$ cat config.mk
export PLATFORM = sky130hd
export DESIGN_NAME = line_store
export DESIGN_NICKNAME = d
export VERILOG_FILES = /design/src/logic/cache_pkg.sv /design/src/logic/line_store.sv
export SDC_FILE = /design/constraint.sdc
export NUM_CORES = 2
export LEC_CHECK = 0
export BUFFER_PORTS_ARGS = -buffer_cell sky130_fd_sc_hd__clkbuf_2
export CORE_UTILIZATION = 50
export DETAILED_ROUTE_END_ITERATION = 8
export PLACE_DENSITY_LB_ADDON = 0.05
export SETUP_SLACK_MARGIN = 0.4
export SLEW_MARGIN = 20
export SYNTH_ARGS = -nofsm -noshare
export SYNTH_HDL_FRONTEND = slang
export SYNTH_SLANG_ARGS = --single-unit
$ cat constraint.sdc
create_clock -name clk -period 16.3 [get_ports clk]
set_clock_uncertainty 0.15 [all_clocks]
set_input_delay 0.815 -clock clk [delete_from_list [all_inputs] [get_ports clk]]
set_output_delay 0.815 -clock clk [all_outputs]
set_load 0.02 [all_outputs]
$ cat src/logic/cache_pkg.sv
`default_nettype none

package cache_pkg;

  // line geometry
  localparam int WORD_BITS      = 32;
  localparam int WORDS_PER_LINE = 4;
  localparam int LINE_BITS      = WORD_BITS * WORDS_PER_LINE;
  localparam int OFFSET_BITS    = 4;                        // byte offset inside a line
  localparam int WORD_SEL_BITS  = $clog2(WORDS_PER_LINE);
  localparam int BYTE_SEL_BITS  = OFFSET_BITS - WORD_SEL_BITS;  // byte within a word

  localparam int ADDR_BITS      = 32;
  localparam int LINE_ADDR_BITS = ADDR_BITS - OFFSET_BITS;

  // byte address as seen by the requester
  typedef logic [ADDR_BITS-1:0]      addr_t;
  typedef logic [WORD_BITS-1:0]      word_t;
  typedef logic [LINE_BITS-1:0]      line_t;       // word 0 in the low bits
  // address of a whole line, also kept whole as the tag
  typedef logic [LINE_ADDR_BITS-1:0] line_addr_t;

  // controller states
  typedef enum logic [1:0] {
    st_idle,        // waiting for a request
    st_compare,     // tag lookup on the registered request
    st_allocate,    // refill read in flight
    st_write_back   // dirty victim on its way out
  } ctrl_state_t;

endpackage

`default_nettype wire

$ cat src/logic/line_store.sv
`timescale 1ns/1ps
`default_nettype none

module line_store #(
  parameter int NUM_SETS = 16
) (
  input  wire                    clk,
  input  wire                    reset,
  input  wire cache_pkg::addr_t  req_addr,
  input  wire cache_pkg::word_t  req_wdata,
  input  wire                    word_we,
  input  wire                    fill_we,
  input  wire                    meta_we,
  input  wire                    req_write,
  input  wire cache_pkg::line_t  fill_line,
  output logic                   lookup_hit,
  output logic                   victim_dirty,
  output cache_pkg::line_addr_t  victim_line_addr,
  output cache_pkg::line_t       victim_line,
  output cache_pkg::word_t       rd_word
);

  localparam int SET_BITS = $clog2(NUM_SETS);

  cache_pkg::line_t      data_q [NUM_SETS];
  cache_pkg::line_addr_t tag_q  [NUM_SETS];
  logic [NUM_SETS-1:0]   valid_q;
  logic [NUM_SETS-1:0]   dirty_q;

  cache_pkg::line_addr_t line_addr;
  logic [SET_BITS-1:0]   set_idx;
  logic [cache_pkg::WORD_SEL_BITS-1:0] word_sel;
  cache_pkg::line_t      cur_line;
  cache_pkg::line_t      merged_line;

  assign line_addr = req_addr[cache_pkg::ADDR_BITS-1:cache_pkg::OFFSET_BITS];
  assign set_idx   = line_addr[SET_BITS-1:0];  // line address modulo NUM_SETS
  assign word_sel  = req_addr[cache_pkg::OFFSET_BITS-1:cache_pkg::BYTE_SEL_BITS];
  assign cur_line  = data_q[set_idx];

  assign lookup_hit       = valid_q[set_idx] && (tag_q[set_idx] == line_addr);
  assign victim_dirty     = valid_q[set_idx] && dirty_q[set_idx];
  assign victim_line_addr = tag_q[set_idx];   // tag is the full line address
  assign victim_line      = cur_line;
  assign rd_word          = cur_line[word_sel*cache_pkg::WORD_BITS +: cache_pkg::WORD_BITS];

  // replace one word, keep the other three
  always_comb begin
    merged_line = cur_line;
    merged_line[word_sel*cache_pkg::WORD_BITS +: cache_pkg::WORD_BITS] = req_wdata;
  end

  always_ff @(posedge clk) begin
    if (fill_we) begin
      data_q[set_idx] <= fill_line;
    end else if (word_we) begin
      data_q[set_idx] <= merged_line;
    end
    if (meta_we) begin
      tag_q[set_idx] <= line_addr;
    end
  end

  always_ff @(posedge clk) begin
    if (reset) begin
      valid_q <= '0;
      dirty_q <= '0;
    end else if (meta_we) begin
      valid_q[set_idx] <= 1'b1;
      dirty_q[set_idx] <= req_write;  // a read refill leaves the line clean
    end
  end

endmodule

`default_nettype wire

==> flow_metrics.env <==
export IMPL_outcome="finished clean"
export IMPL_cp_end_kind="output pin"
export IMPL_die_y_um=447
export IMPL_synth_seq_area_share=0.762
export IMPL_cts_made_buffers=282
export IMPL_final_hold_violation_count=0
export IMPL_via_per_inst=6.43
export IMPL_tns_ns=0
export IMPL_synthToLayoutAreaGrowth_pct=14.5
export IMPL_layout_drive_gt1_share=0.353
export IMPL_place_ws_ns=8.59
export IMPL_syn_nets=4551
export IMPL_holdCritStartpoint="req_addr[31]"
export IMPL_gp_congestion=0.867
export IMPL_cts_resized=0
export IMPL_crit_path_start_kind="input port"
export IMPL_dp_hpwl_um=173000
export IMPL_fin_hold_ws_ns=0.205
export IMPL_synth_compound_area_frac=0.0241
export IMPL_drt_wl_total_um=295000
export IMPL_drv_slew=0
export IMPL_pwr_density_cell_nw_per_um2=128
export IMPL_portBuffers=385
export IMPL_rsz0062_at_grt="no"
export IMPL_track_usage=0.297
export IMPL_async_reset_ff_frac=0
export IMPL_core_sq_um=197000
export IMPL_path_max_fanout=70
export IMPL_cts_tree="done"
export IMPL_fin_area_sq_um=114000
export IMPL_fin_util=0.576
export IMPL_r2r_cells=4
export IMPL_layout_commonest_cell="edfxtp_1"
export IMPL_grt_met3_usage=0.0652
export IMPL_finalNonFillerCells=7792
export IMPL_yosys_area_share_adder=0.000631
export IMPL_overflow=0
export IMPL_reg2reg_slack_ns=13.04
export IMPL_clk_pin_slew_ns=0.06
export IMPL_reg2reg_from="data_q[8][67]"
export IMPL_holdBufCountCts=0
export IMPL_drtIter0Drc=6214
export IMPL_placed_area_sq_um=105000
export IMPL_antenna_found_initial=34
export IMPL_p_leak_nw=36.6
export IMPL_wl_per_cell_um=37.9
export IMPL_placed_cells=7288
export IMPL_grt_pass1_wl_um=404000
export IMPL_max_freq_ghz=0.133
export IMPL_yosys_area_share_simple=0.00945
export IMPL_grt_pass1_vias=49733
export IMPL_critPathKind="input port to output pin"
export IMPL_postLayoutSetupSlackWorst_ns=8.79
export IMPL_holdPathEnd="tag_q[0][27]"
export IMPL_nets=5135
export IMPL_synth_cell_type_count=56
export IMPL_maxCapViolCount=0
export IMPL_min_period_over_period=0.461
export IMPL_fp_dieW_um=447
export IMPL_avgSynthCellArea_sq_um=22.8
export IMPL_route_detailed_drc=0
export IMPL_holdPathStages=1
export IMPL_rows=163
export IMPL_ys_warn_count=0
export IMPL_synthMuxAreaShare=0.185
export IMPL_cts_root_buf="clkbuf_16"
export IMPL_cp_required_ns=15.34
export IMPL_cp_arrival_ns=6.55
export IMPL_vias=50078
export IMPL_total_power_mw=14.5
export IMPL_relSlewSlack=0.181
export IMPL_start_util=0.503
export IMPL_met1_usage=0.395
export IMPL_use_met2=0.470
export IMPL_final_cell_mix="edfxtp_1, mux4_2, clkbuf_2, clkbuf_16, buf_4"
export IMPL_synthFlopType="edfxtp_1"
export IMPL_die_area_sq_um=200000
export IMPL_drtPass1Iterations=8
export IMPL_cts_max_level=5
export IMPL_pin_count=388
export IMPL_clock_latency_ns=0.92
export IMPL_cts_setup_buffers=0
export IMPL_synth_top_family_by_area="multiplexers"
export IMPL_synth_area_sq_um=99200
export IMPL_setup_violations_final=0
export IMPL_synthCells=4348
export IMPL_grt_start_max_net_pins=142
export IMPL_clkSinkCount=2528
export IMPL_busiest_layer="met2"
export IMPL_worst_slew_pin_slew_ns=1.22
export IMPL_period_needed_ns=7.51
export IMPL_clock_path_buffers=4
export IMPL_synth_edf_count=2496
export IMPL_vdd_drop_max_mv=0.0899
export IMPL_hp_class="input port to flop"
export IMPL_ant_nets=0
export IMPL_synthXorXnorAreaFrac=0.00221
export IMPL_ys_ff_latch=2528
export IMPL_reg2reg_to="data_q[3][67]"
## power breakdown
group / switching, mW / internal [mW]
Combinational: 0.841 / 0.382
Sequential: 0.0239 / 7.35
Clock: 2.47 / 3.48
Total: 3.33 / 11.2
## logic make-up after synthesis
| logic type | after synthesis |
|---|---|
| XOR/XNOR | 25 |
| adder cells (fa/ha/maj) | 5 |
| AO/OA/AOI/OAI | 361 |
| multiplexers | 840 |
| flip-flops | 2528 |
| buffers and inverters | 369 |
| AND/OR/NAND/NOR | 220 |
## metal layers
layer,vias up,wire (um)
met5,-,70
met4,10,15200
met3,539,23400
met2,2297,143000
met1,27412,113000
li1,19820,-
## worst max path at each step
stage,start,end,depth (start not counted)
2_1_floorplan,req_addr[7],data_q[10][0],7
3_3_place_gp,req_addr[4],rd_word[13],9
3_5_place_dp,req_addr[4],rd_word[2],9
4_1_cts,req_addr[4],rd_word[2],9
5_1_grt,req_addr[4],rd_word[0],9
6_report,req_addr[4],rd_word[13],9
## critical path, stage by stage
cell	delay (ns)
buf_8	0.57
buf_4	0.73
buf_4	0.81
buf_4	0.75
buf_4	0.68
mux4_2	0.60
mux4_2	0.65
mux4_2	0.52
clkbuf_2	0.23
## flip-flops by register name, indices dropped and copies added, names as in the netlist
register  cells
dirty_q      16
tag_q       448
data_q     2048
valid_q      16
## area by class of cell
cell class              instances  area, sq um
diodes                         30         75.1
clock buffers                 360         7560
clock inverters               114          866
fillers                     14493        83700
inverters                     113          434
multi-input cells            1451        22400
flip-flops and latches       2528        75600
well taps                    2640         3300
repair buffers                556         3310
## synth_stat cells, types with 9 or more instances
master	n	area share
a21oi_1	118	0.0060
edfxtp_1	2496	0.76
mux2i_1	39	0.0039
o21ai_0	62	0.0031
buf_1	51	0.0019
buf_6	11	0.0012
xor2_1	10	0.00088
nor2b_1	9	0.00057
nand2_1	98	0.0037
inv_1	109	0.0041
buf_4	13	0.00098
buf_2	75	0.0038
dfxtp_1	32	0.0065
a22oi_1	47	0.0036
clkbuf_1	106	0.0040
nor2_1	76	0.0029
a221oi_1	96	0.0085
xnor2_1	15	0.0013
mux4_2	793	0.18
Note: power is estimated with default switching activity, not from simulation.
