**config.mk**
```make
export PLATFORM = sky130hd
export DESIGN_NAME = cache_ctrl
export DESIGN_NICKNAME = d
export VERILOG_FILES = /design/src/logic/cache_pkg.sv /design/src/logic/cache_ctrl.sv
export SDC_FILE = /design/constraint.sdc
export NUM_CORES = 1
export LEC_CHECK = 0
export BUFFER_PORTS_ARGS = -buffer_cell sky130_fd_sc_hd__buf_2
export CAP_MARGIN = 20
export CELL_PAD_IN_SITES_DETAIL_PLACEMENT = 0
export CELL_PAD_IN_SITES_GLOBAL_PLACEMENT = 2
export CORE_AREA = 2 2 305 307
export DETAILED_ROUTE_END_ITERATION = 10
export DIE_AREA = 0 0 307 309
export PLACE_DENSITY_LB_ADDON = 0.1
export SLEW_MARGIN = 20
export SYNTH_ARGS = -nofsm -noshare
export SYNTH_HDL_FRONTEND = slang
export SYNTH_SLANG_ARGS = --single-unit
```
**constraint.sdc**
```tcl
create_clock -name clk -period 8.1 [get_ports clk]
set_input_delay 1.62 -clock clk [delete_from_list [all_inputs] [get_ports clk]]
set_output_delay 1.62 -clock clk [all_outputs]
set_load 0.05 [all_outputs]
```
**src/logic/cache_pkg.sv**
```systemverilog
`default_nettype none

package cache_pkg;

  // line geometry
  localparam int WORD_BITS      = 32;
  localparam int WORDS_PER_LINE = 4;
  localparam int LINE_BITS      = WORD_BITS * WORDS_PER_LINE;
  localparam int OFFSET_BITS    = 4;                        // byte offset inside a line
  localparam int WORD_SEL_BITS  = $clog2(WORDS_PER_LINE);
  localparam int BYTE_SEL_BITS  = OFFSET_BITS - WORD_SEL_BITS;  // byte within a word

  localparam int ADDR_BITS      = 32;
  localparam int LINE_ADDR_BITS = ADDR_BITS - OFFSET_BITS;

  // byte address as seen by the requester
  typedef logic [ADDR_BITS-1:0]      addr_t;
  typedef logic [WORD_BITS-1:0]      word_t;
  typedef logic [LINE_BITS-1:0]      line_t;       // word 0 in the low bits
  // address of a whole line, also kept whole as the tag
  typedef logic [LINE_ADDR_BITS-1:0] line_addr_t;

  // controller states
  typedef enum logic [1:0] {
    st_idle,        // waiting for a request
    st_compare,     // tag lookup on the registered request
    st_allocate,    // refill read in flight
    st_write_back   // dirty victim on its way out
  } ctrl_state_t;

endpackage

`default_nettype wire

```
**src/logic/cache_ctrl.sv**
```systemverilog
`timescale 1ns/1ps
`default_nettype none

module cache_ctrl #(
  parameter int NUM_SETS = 16
) (
  input  wire                    clk,
  input  wire                    reset,
  input  wire                    in_valid,
  input  wire cache_pkg::addr_t  addr,
  input  wire                    write,
  input  wire cache_pkg::word_t  wdata,
  input  wire                    lookup_hit,
  input  wire                    victim_dirty,
  input  wire cache_pkg::line_addr_t victim_line_addr,
  input  wire cache_pkg::line_t  victim_line,
  input  wire cache_pkg::word_t  rd_word,
  input  wire                    mem_ready,
  input  wire                    mem_resp_valid,
  input  wire cache_pkg::line_t  mem_rline,
  output logic                   ready,
  output logic                   out_valid,
  output cache_pkg::word_t       rdata,
  output logic                   hit,
  output cache_pkg::addr_t       req_addr,
  output cache_pkg::word_t       req_wdata,
  output logic                   req_write,
  output logic                   word_we,
  output logic                   fill_we,
  output logic                   meta_we,
  output cache_pkg::line_t       fill_line,
  output logic                   mem_valid,
  output logic                   mem_write,
  output cache_pkg::line_addr_t  mem_line_addr,
  output cache_pkg::line_t       mem_wline
);

  cache_pkg::ctrl_state_t state_q;
  cache_pkg::ctrl_state_t state_d;

  logic                  accept;
  logic                  miss_q;      // first compare of this request missed
  logic                  compare_miss;
  cache_pkg::line_addr_t req_line_addr;

  // set index is a plain slice of the line address in the line store
  if (NUM_SETS < 2 || (NUM_SETS & (NUM_SETS - 1)) != 0) begin : g_bad_num_sets
    $error("NUM_SETS must be a power of two and at least 2");
  end

  assign ready         = (state_q == cache_pkg::st_idle);
  assign accept        = in_valid && ready;
  assign req_line_addr = req_addr[cache_pkg::ADDR_BITS-1:cache_pkg::OFFSET_BITS];
  assign compare_miss  = (state_q == cache_pkg::st_compare) && !lookup_hit;

  // request side
  assign out_valid = (state_q == cache_pkg::st_compare) && lookup_hit;
  assign hit       = out_valid && !miss_q;
  assign rdata     = req_write ? req_wdata : rd_word;  // full-word write, merged word is wdata

  // line store writes
  assign word_we   = out_valid && req_write;
  assign fill_we   = (state_q == cache_pkg::st_allocate) && mem_resp_valid;
  assign meta_we   = word_we || fill_we;  // tag goes in at refill, dirty on write hit
  assign fill_line = mem_rline;

  always_comb begin
    state_d = state_q;
    case (state_q)
      cache_pkg::st_idle: begin
        if (accept) state_d = cache_pkg::st_compare;
      end
      cache_pkg::st_compare: begin
        if (lookup_hit) begin
          state_d = cache_pkg::st_idle;
        end else if (victim_dirty) begin
          state_d = cache_pkg::st_write_back;
        end else begin
          state_d = cache_pkg::st_allocate;
        end
      end
      cache_pkg::st_write_back: begin
        if (mem_resp_valid) state_d = cache_pkg::st_allocate;
      end
      cache_pkg::st_allocate: begin
        if (mem_resp_valid) state_d = cache_pkg::st_compare;  // retry on the filled line
      end
      default: state_d = cache_pkg::st_idle;
    endcase
  end

  always_ff @(posedge clk) begin
    if (reset) begin
      state_q   <= cache_pkg::st_idle;
      miss_q    <= 1'b0;
      mem_valid <= 1'b0;
    end else begin
      state_q <= state_d;
      if (accept) begin
        miss_q <= 1'b0;
      end else if (compare_miss) begin
        miss_q <= 1'b1;
      end
      // held until the memory takes it
      if (compare_miss) begin
        mem_valid <= 1'b1;
      end else if ((state_q == cache_pkg::st_write_back) && mem_resp_valid) begin
        mem_valid <= 1'b1;  // refill follows the write-back
      end else if (mem_ready) begin
        mem_valid <= 1'b0;
      end
    end
  end

  // request and memory payload
  always_ff @(posedge clk) begin
    if (accept) begin
      req_addr  <= addr;
      req_wdata <= wdata;
      req_write <= write;
    end
    if (compare_miss && victim_dirty) begin
      mem_write     <= 1'b1;
      mem_line_addr <= victim_line_addr;
      mem_wline     <= victim_line;
    end else if (compare_miss ||
                 ((state_q == cache_pkg::st_write_back) && mem_resp_valid)) begin
      mem_write     <= 1'b0;
      mem_line_addr <= req_line_addr;
    end
  end

endmodule

`default_nettype wire

```
==> summary.md <==
| Metric | Value |
|---|---|
| Die Area | `about 0.095 mm²` |
| Critical path, cell by cell | `buf_2 > and3b_2 > and2_1 > or2_2 > buf_2` |
| Final Instance Area | `0.0129 mm²` |
| Share of power burned in registers | `42.8%` |
| CTS sink cnt | `226` |
| #FFs+latches synth | `approximately 230` |
| Worst hold path type | `reg -> reg` |
| Max-cap viol count | `0` |
| CP Class | `in -> out` |
| Worst slew pin tran | `around 0.90 ns` |
| IO buf count | `between 500 and 600` |
| Startpoint Class | `primary input` |
| I/O Pins | `777` |
| Clock latency at the later pin of the worst-skew pair | `0.56 ns` |
| Largest net degree at the start of global routing | `60` |
| Power Density | `between 200 and 250 mW/mm²` |
| Pre-CTS setup slack | `3.84 ns` |
| Gr usage total | `around 7.6%` |
| Cell Area, Synth | `0.00874 mm²` |
| Post-synth top area share | `between 70% and 80%` |
| Detailed-route wire length | `roughly 38,000 µm` |
| Clock H-tree levels | `2` |
| WL per Instance | `about 18 µm` |
| CTS tree | `built` |
| Reg-to-Reg Start | `state_q[0]$_SDFFE_PP0P_` |
| Top cells by area, synth | `edfxtp_1 76%, buf_4 11%, mux2_4 4.6%` |
| Vias in the first global route | `approximately 6,000` |
| Critical Path AT | `about 2.6 ns` |
| Hold depth | `1` |
| Starting Density | `a little under a tenth` |
| CTS Hold Bufs | `0` |
| Most common cell on crit path | `buf_2` |
| # rows | `about 110` |
| Inserted Clock Buffers | `35` |
| Die width | `~310 µm` |
| Status | `finished, final reports clean` |
| R2R Path End | `mem_wline[30]$_DFFE_PP_` |
| Core region area | `slightly above 0.09 mm²` |
| Crit path capture type | `output pin` |
| Remaining DRCs | `0` |
| WL met1 | `roughly 12,000 µm` |
| Average size of a mapped cell | `about 20 µm²` |
| Async SR Flop Fraction | `0%` |
| R2R depth | `3` |
| Pleak | `5.06 nW` |
| Syn_nets | `about 840` |
| Final #Nets | `1,264` |
| Setup WS post-layout | `3.85 ns` |
| Setup bufs post-CTS | `0` |
| Sequential area share after synthesis | `77.1%` |
| Post-synth top cells | `221 x edfxtp_1, 128 x buf_4, 33 x mux2_2` |
| Initial antenna violation count | `13` |
| RSZ-0062 raised after global routing | `false` |
| Vias per std cell | `between 2 and 3` |
| Prevailing post-synth register cell | `edfxtp_1` |
| TNS Setup | `0 ns` |
| Clock Pin Slew Worst Setup and Hold Paths | `around 0.05 ns` |
| Min Tclk post-route | `between 4 and 5 ns` |
| DP HPWL | `29,900 µm` |
| Clock Power Share | `between 40% and 50%` |
| Area grow syn2layout | `47.2%` |
| Clock Skew | `between 0.02 and 0.03 ns` |
| Share of post-route cells with drive strength above 1 | `between 70% and 80%` |
| Hold Path End | `mem_write$_SDFFE_PP1P_` |
| RD Place Congestion | `0.680` |
| 1st-iter DRT viols | `between 200 and 250` |
| Met2 Routed Length | `19,900 µm` |
| Final Max Slew Viols | `0` |
| CP max FO | `4` |
| Clock Path Buffers | `3` |
| Crit path max-delay cell type | `or2_2` |
| Final hold violation count | `0` |
| Detailed Routing Iterations Pass 1 | `4` |
| Slew HR | `between 30% and 40%` |
| Total grt overflow | `0` |
| Root Driver | `clkbuf_16` |
| Critical Path Max Stage Delay | `0.29 ns` |
| Switch Pwr | `0.927 mW` |
| Vias | `5,485` |
| Hold wc startpoint | `mem_write$_SDFFE_PP1P_` |
| Final core occ | `between 10% and 20%` |
| Most frequent cell after synthesis | `edfxtp_1` |
| Max Used Layer | `met5` |
| Post-synth EDFFs | `~220` |
| Worst reg-to-reg setup slack | `between 5 and 6 ns` |
| P_int | `approximately 2.3 mW` |
| Switching portion of total power | `29.1%` |
| Met3 Wirelength | `approximately 4800 µm` |
| First-pass GRT wire length | `49,200 µm` |
| Yosys warns | `0` |
| Syn Inst Count | `roughly 450` |
| Crit share post-route | `between 50% and 60%` |
| Post-route ant nets | `0` |
| Hold slack | `0.451 ns` |
| Fmax | `235 MHz` |
| Synth unique cells | `25` |
| Post-cts sizing count | `0` |
| Synth area leader | `edfxtp_1` |
| WP data required | `~6.5 ns` |
| Peak VDD IR | `approximately 0.00013 V` |
| Setup violations, final | `0` |
| Die height | `approximately 310 µm` |
| Share of total power in combinational logic | `approximately an eighth` |
| Dpl cell area | `around 0.012 mm²` |
layout make-up:
class | instances | area (µm²)
Antenna cell | 3 | 7.51
Clock buffer | 45 | 913
Clock inverter | 18 | 129
Fill cell | 10300 | 78500
Inverter | 3 | 11.3
Multi-Input combinational cell | 83 | 932
Sequential cell | 226 | 6740
Tap cell | 1186 | 1480
Timing Repair Buffer | 527 | 2660
worst max-delay path by stage:
stage                            endpoint  slack [ns]        from  cells past startpoint
CTS                               meta_we        3.84  lookup_hit                      5
floorplan           req_addr[0]$_DFFE_PP_        1.14    in_valid                      1
global placement                  meta_we        3.84  lookup_hit                      5
global route                      meta_we        3.80  lookup_hit                      5
finish                            meta_we        3.85  lookup_hit                      5
detailed placement                meta_we        3.84  lookup_hit                      5
state kept, by name, indices dropped and copies added (netlist names):
name	count
req_wdata	32
mem_wline	128
miss_q	1
mem_write	1
state_q	2
mem_valid	1
mem_line_addr	28
req_addr	32
req_write	1
logic make-up after synthesis:
kind of cell	Yosys count	synth area share (%)
DFF	226	77.1
AOI/OAI and AO/OA	9	0.573
muxes	60	8.89
and+or+nand+nor	13	1.05
xor gates and xnor gates	1	0.100
buffers and inverters	140	12.3
power groups by stage:
stage	Clock, mW	Sequential [mW]	Combinational [mW]
after CTS	1.52	1.37	0.429
final	1.41	1.37	0.417
after detailed placement	0	1.39	0.429
after global routing	1.54	1.37	0.441
after global placement	0	1.39	0.431
after floorplan	0	1.54	0.298
placed cells by master, fill, tap and decap left out, types with 5 or more instances in the layout:
cell         n
buf_2      520
buf_4        7
clkbuf_1    10
clkbuf_16   35
clkinv_1     7
clkinv_2     5
dfxtp_1      5
edfxtp_1   221
mux2_2      33
mux2_4      27
critical path: cells and delay by family:
kind,cells,cell delay [ns]
and+or+nand+nor,3,0.67
buffers and inverters,2,0.33
metrics by stage:
step,std cells,power [mW]
floorplan,449,1.83
global route,2088,3.35
global placement,2025,1.82
CTS,2088,3.31
detailed placement,2025,1.82
finish,2091,3.19
layer usage:
metal | track usage (%) | vias up
met5 | 0 | -
met4 | 3.26 | 12
met3 | 4.44 | 87
met2 | 13.5 | 396
met1 | 6.93 | 2589
li1 | - | 2401
Note: power is estimated with default switching activity, not from simulation.
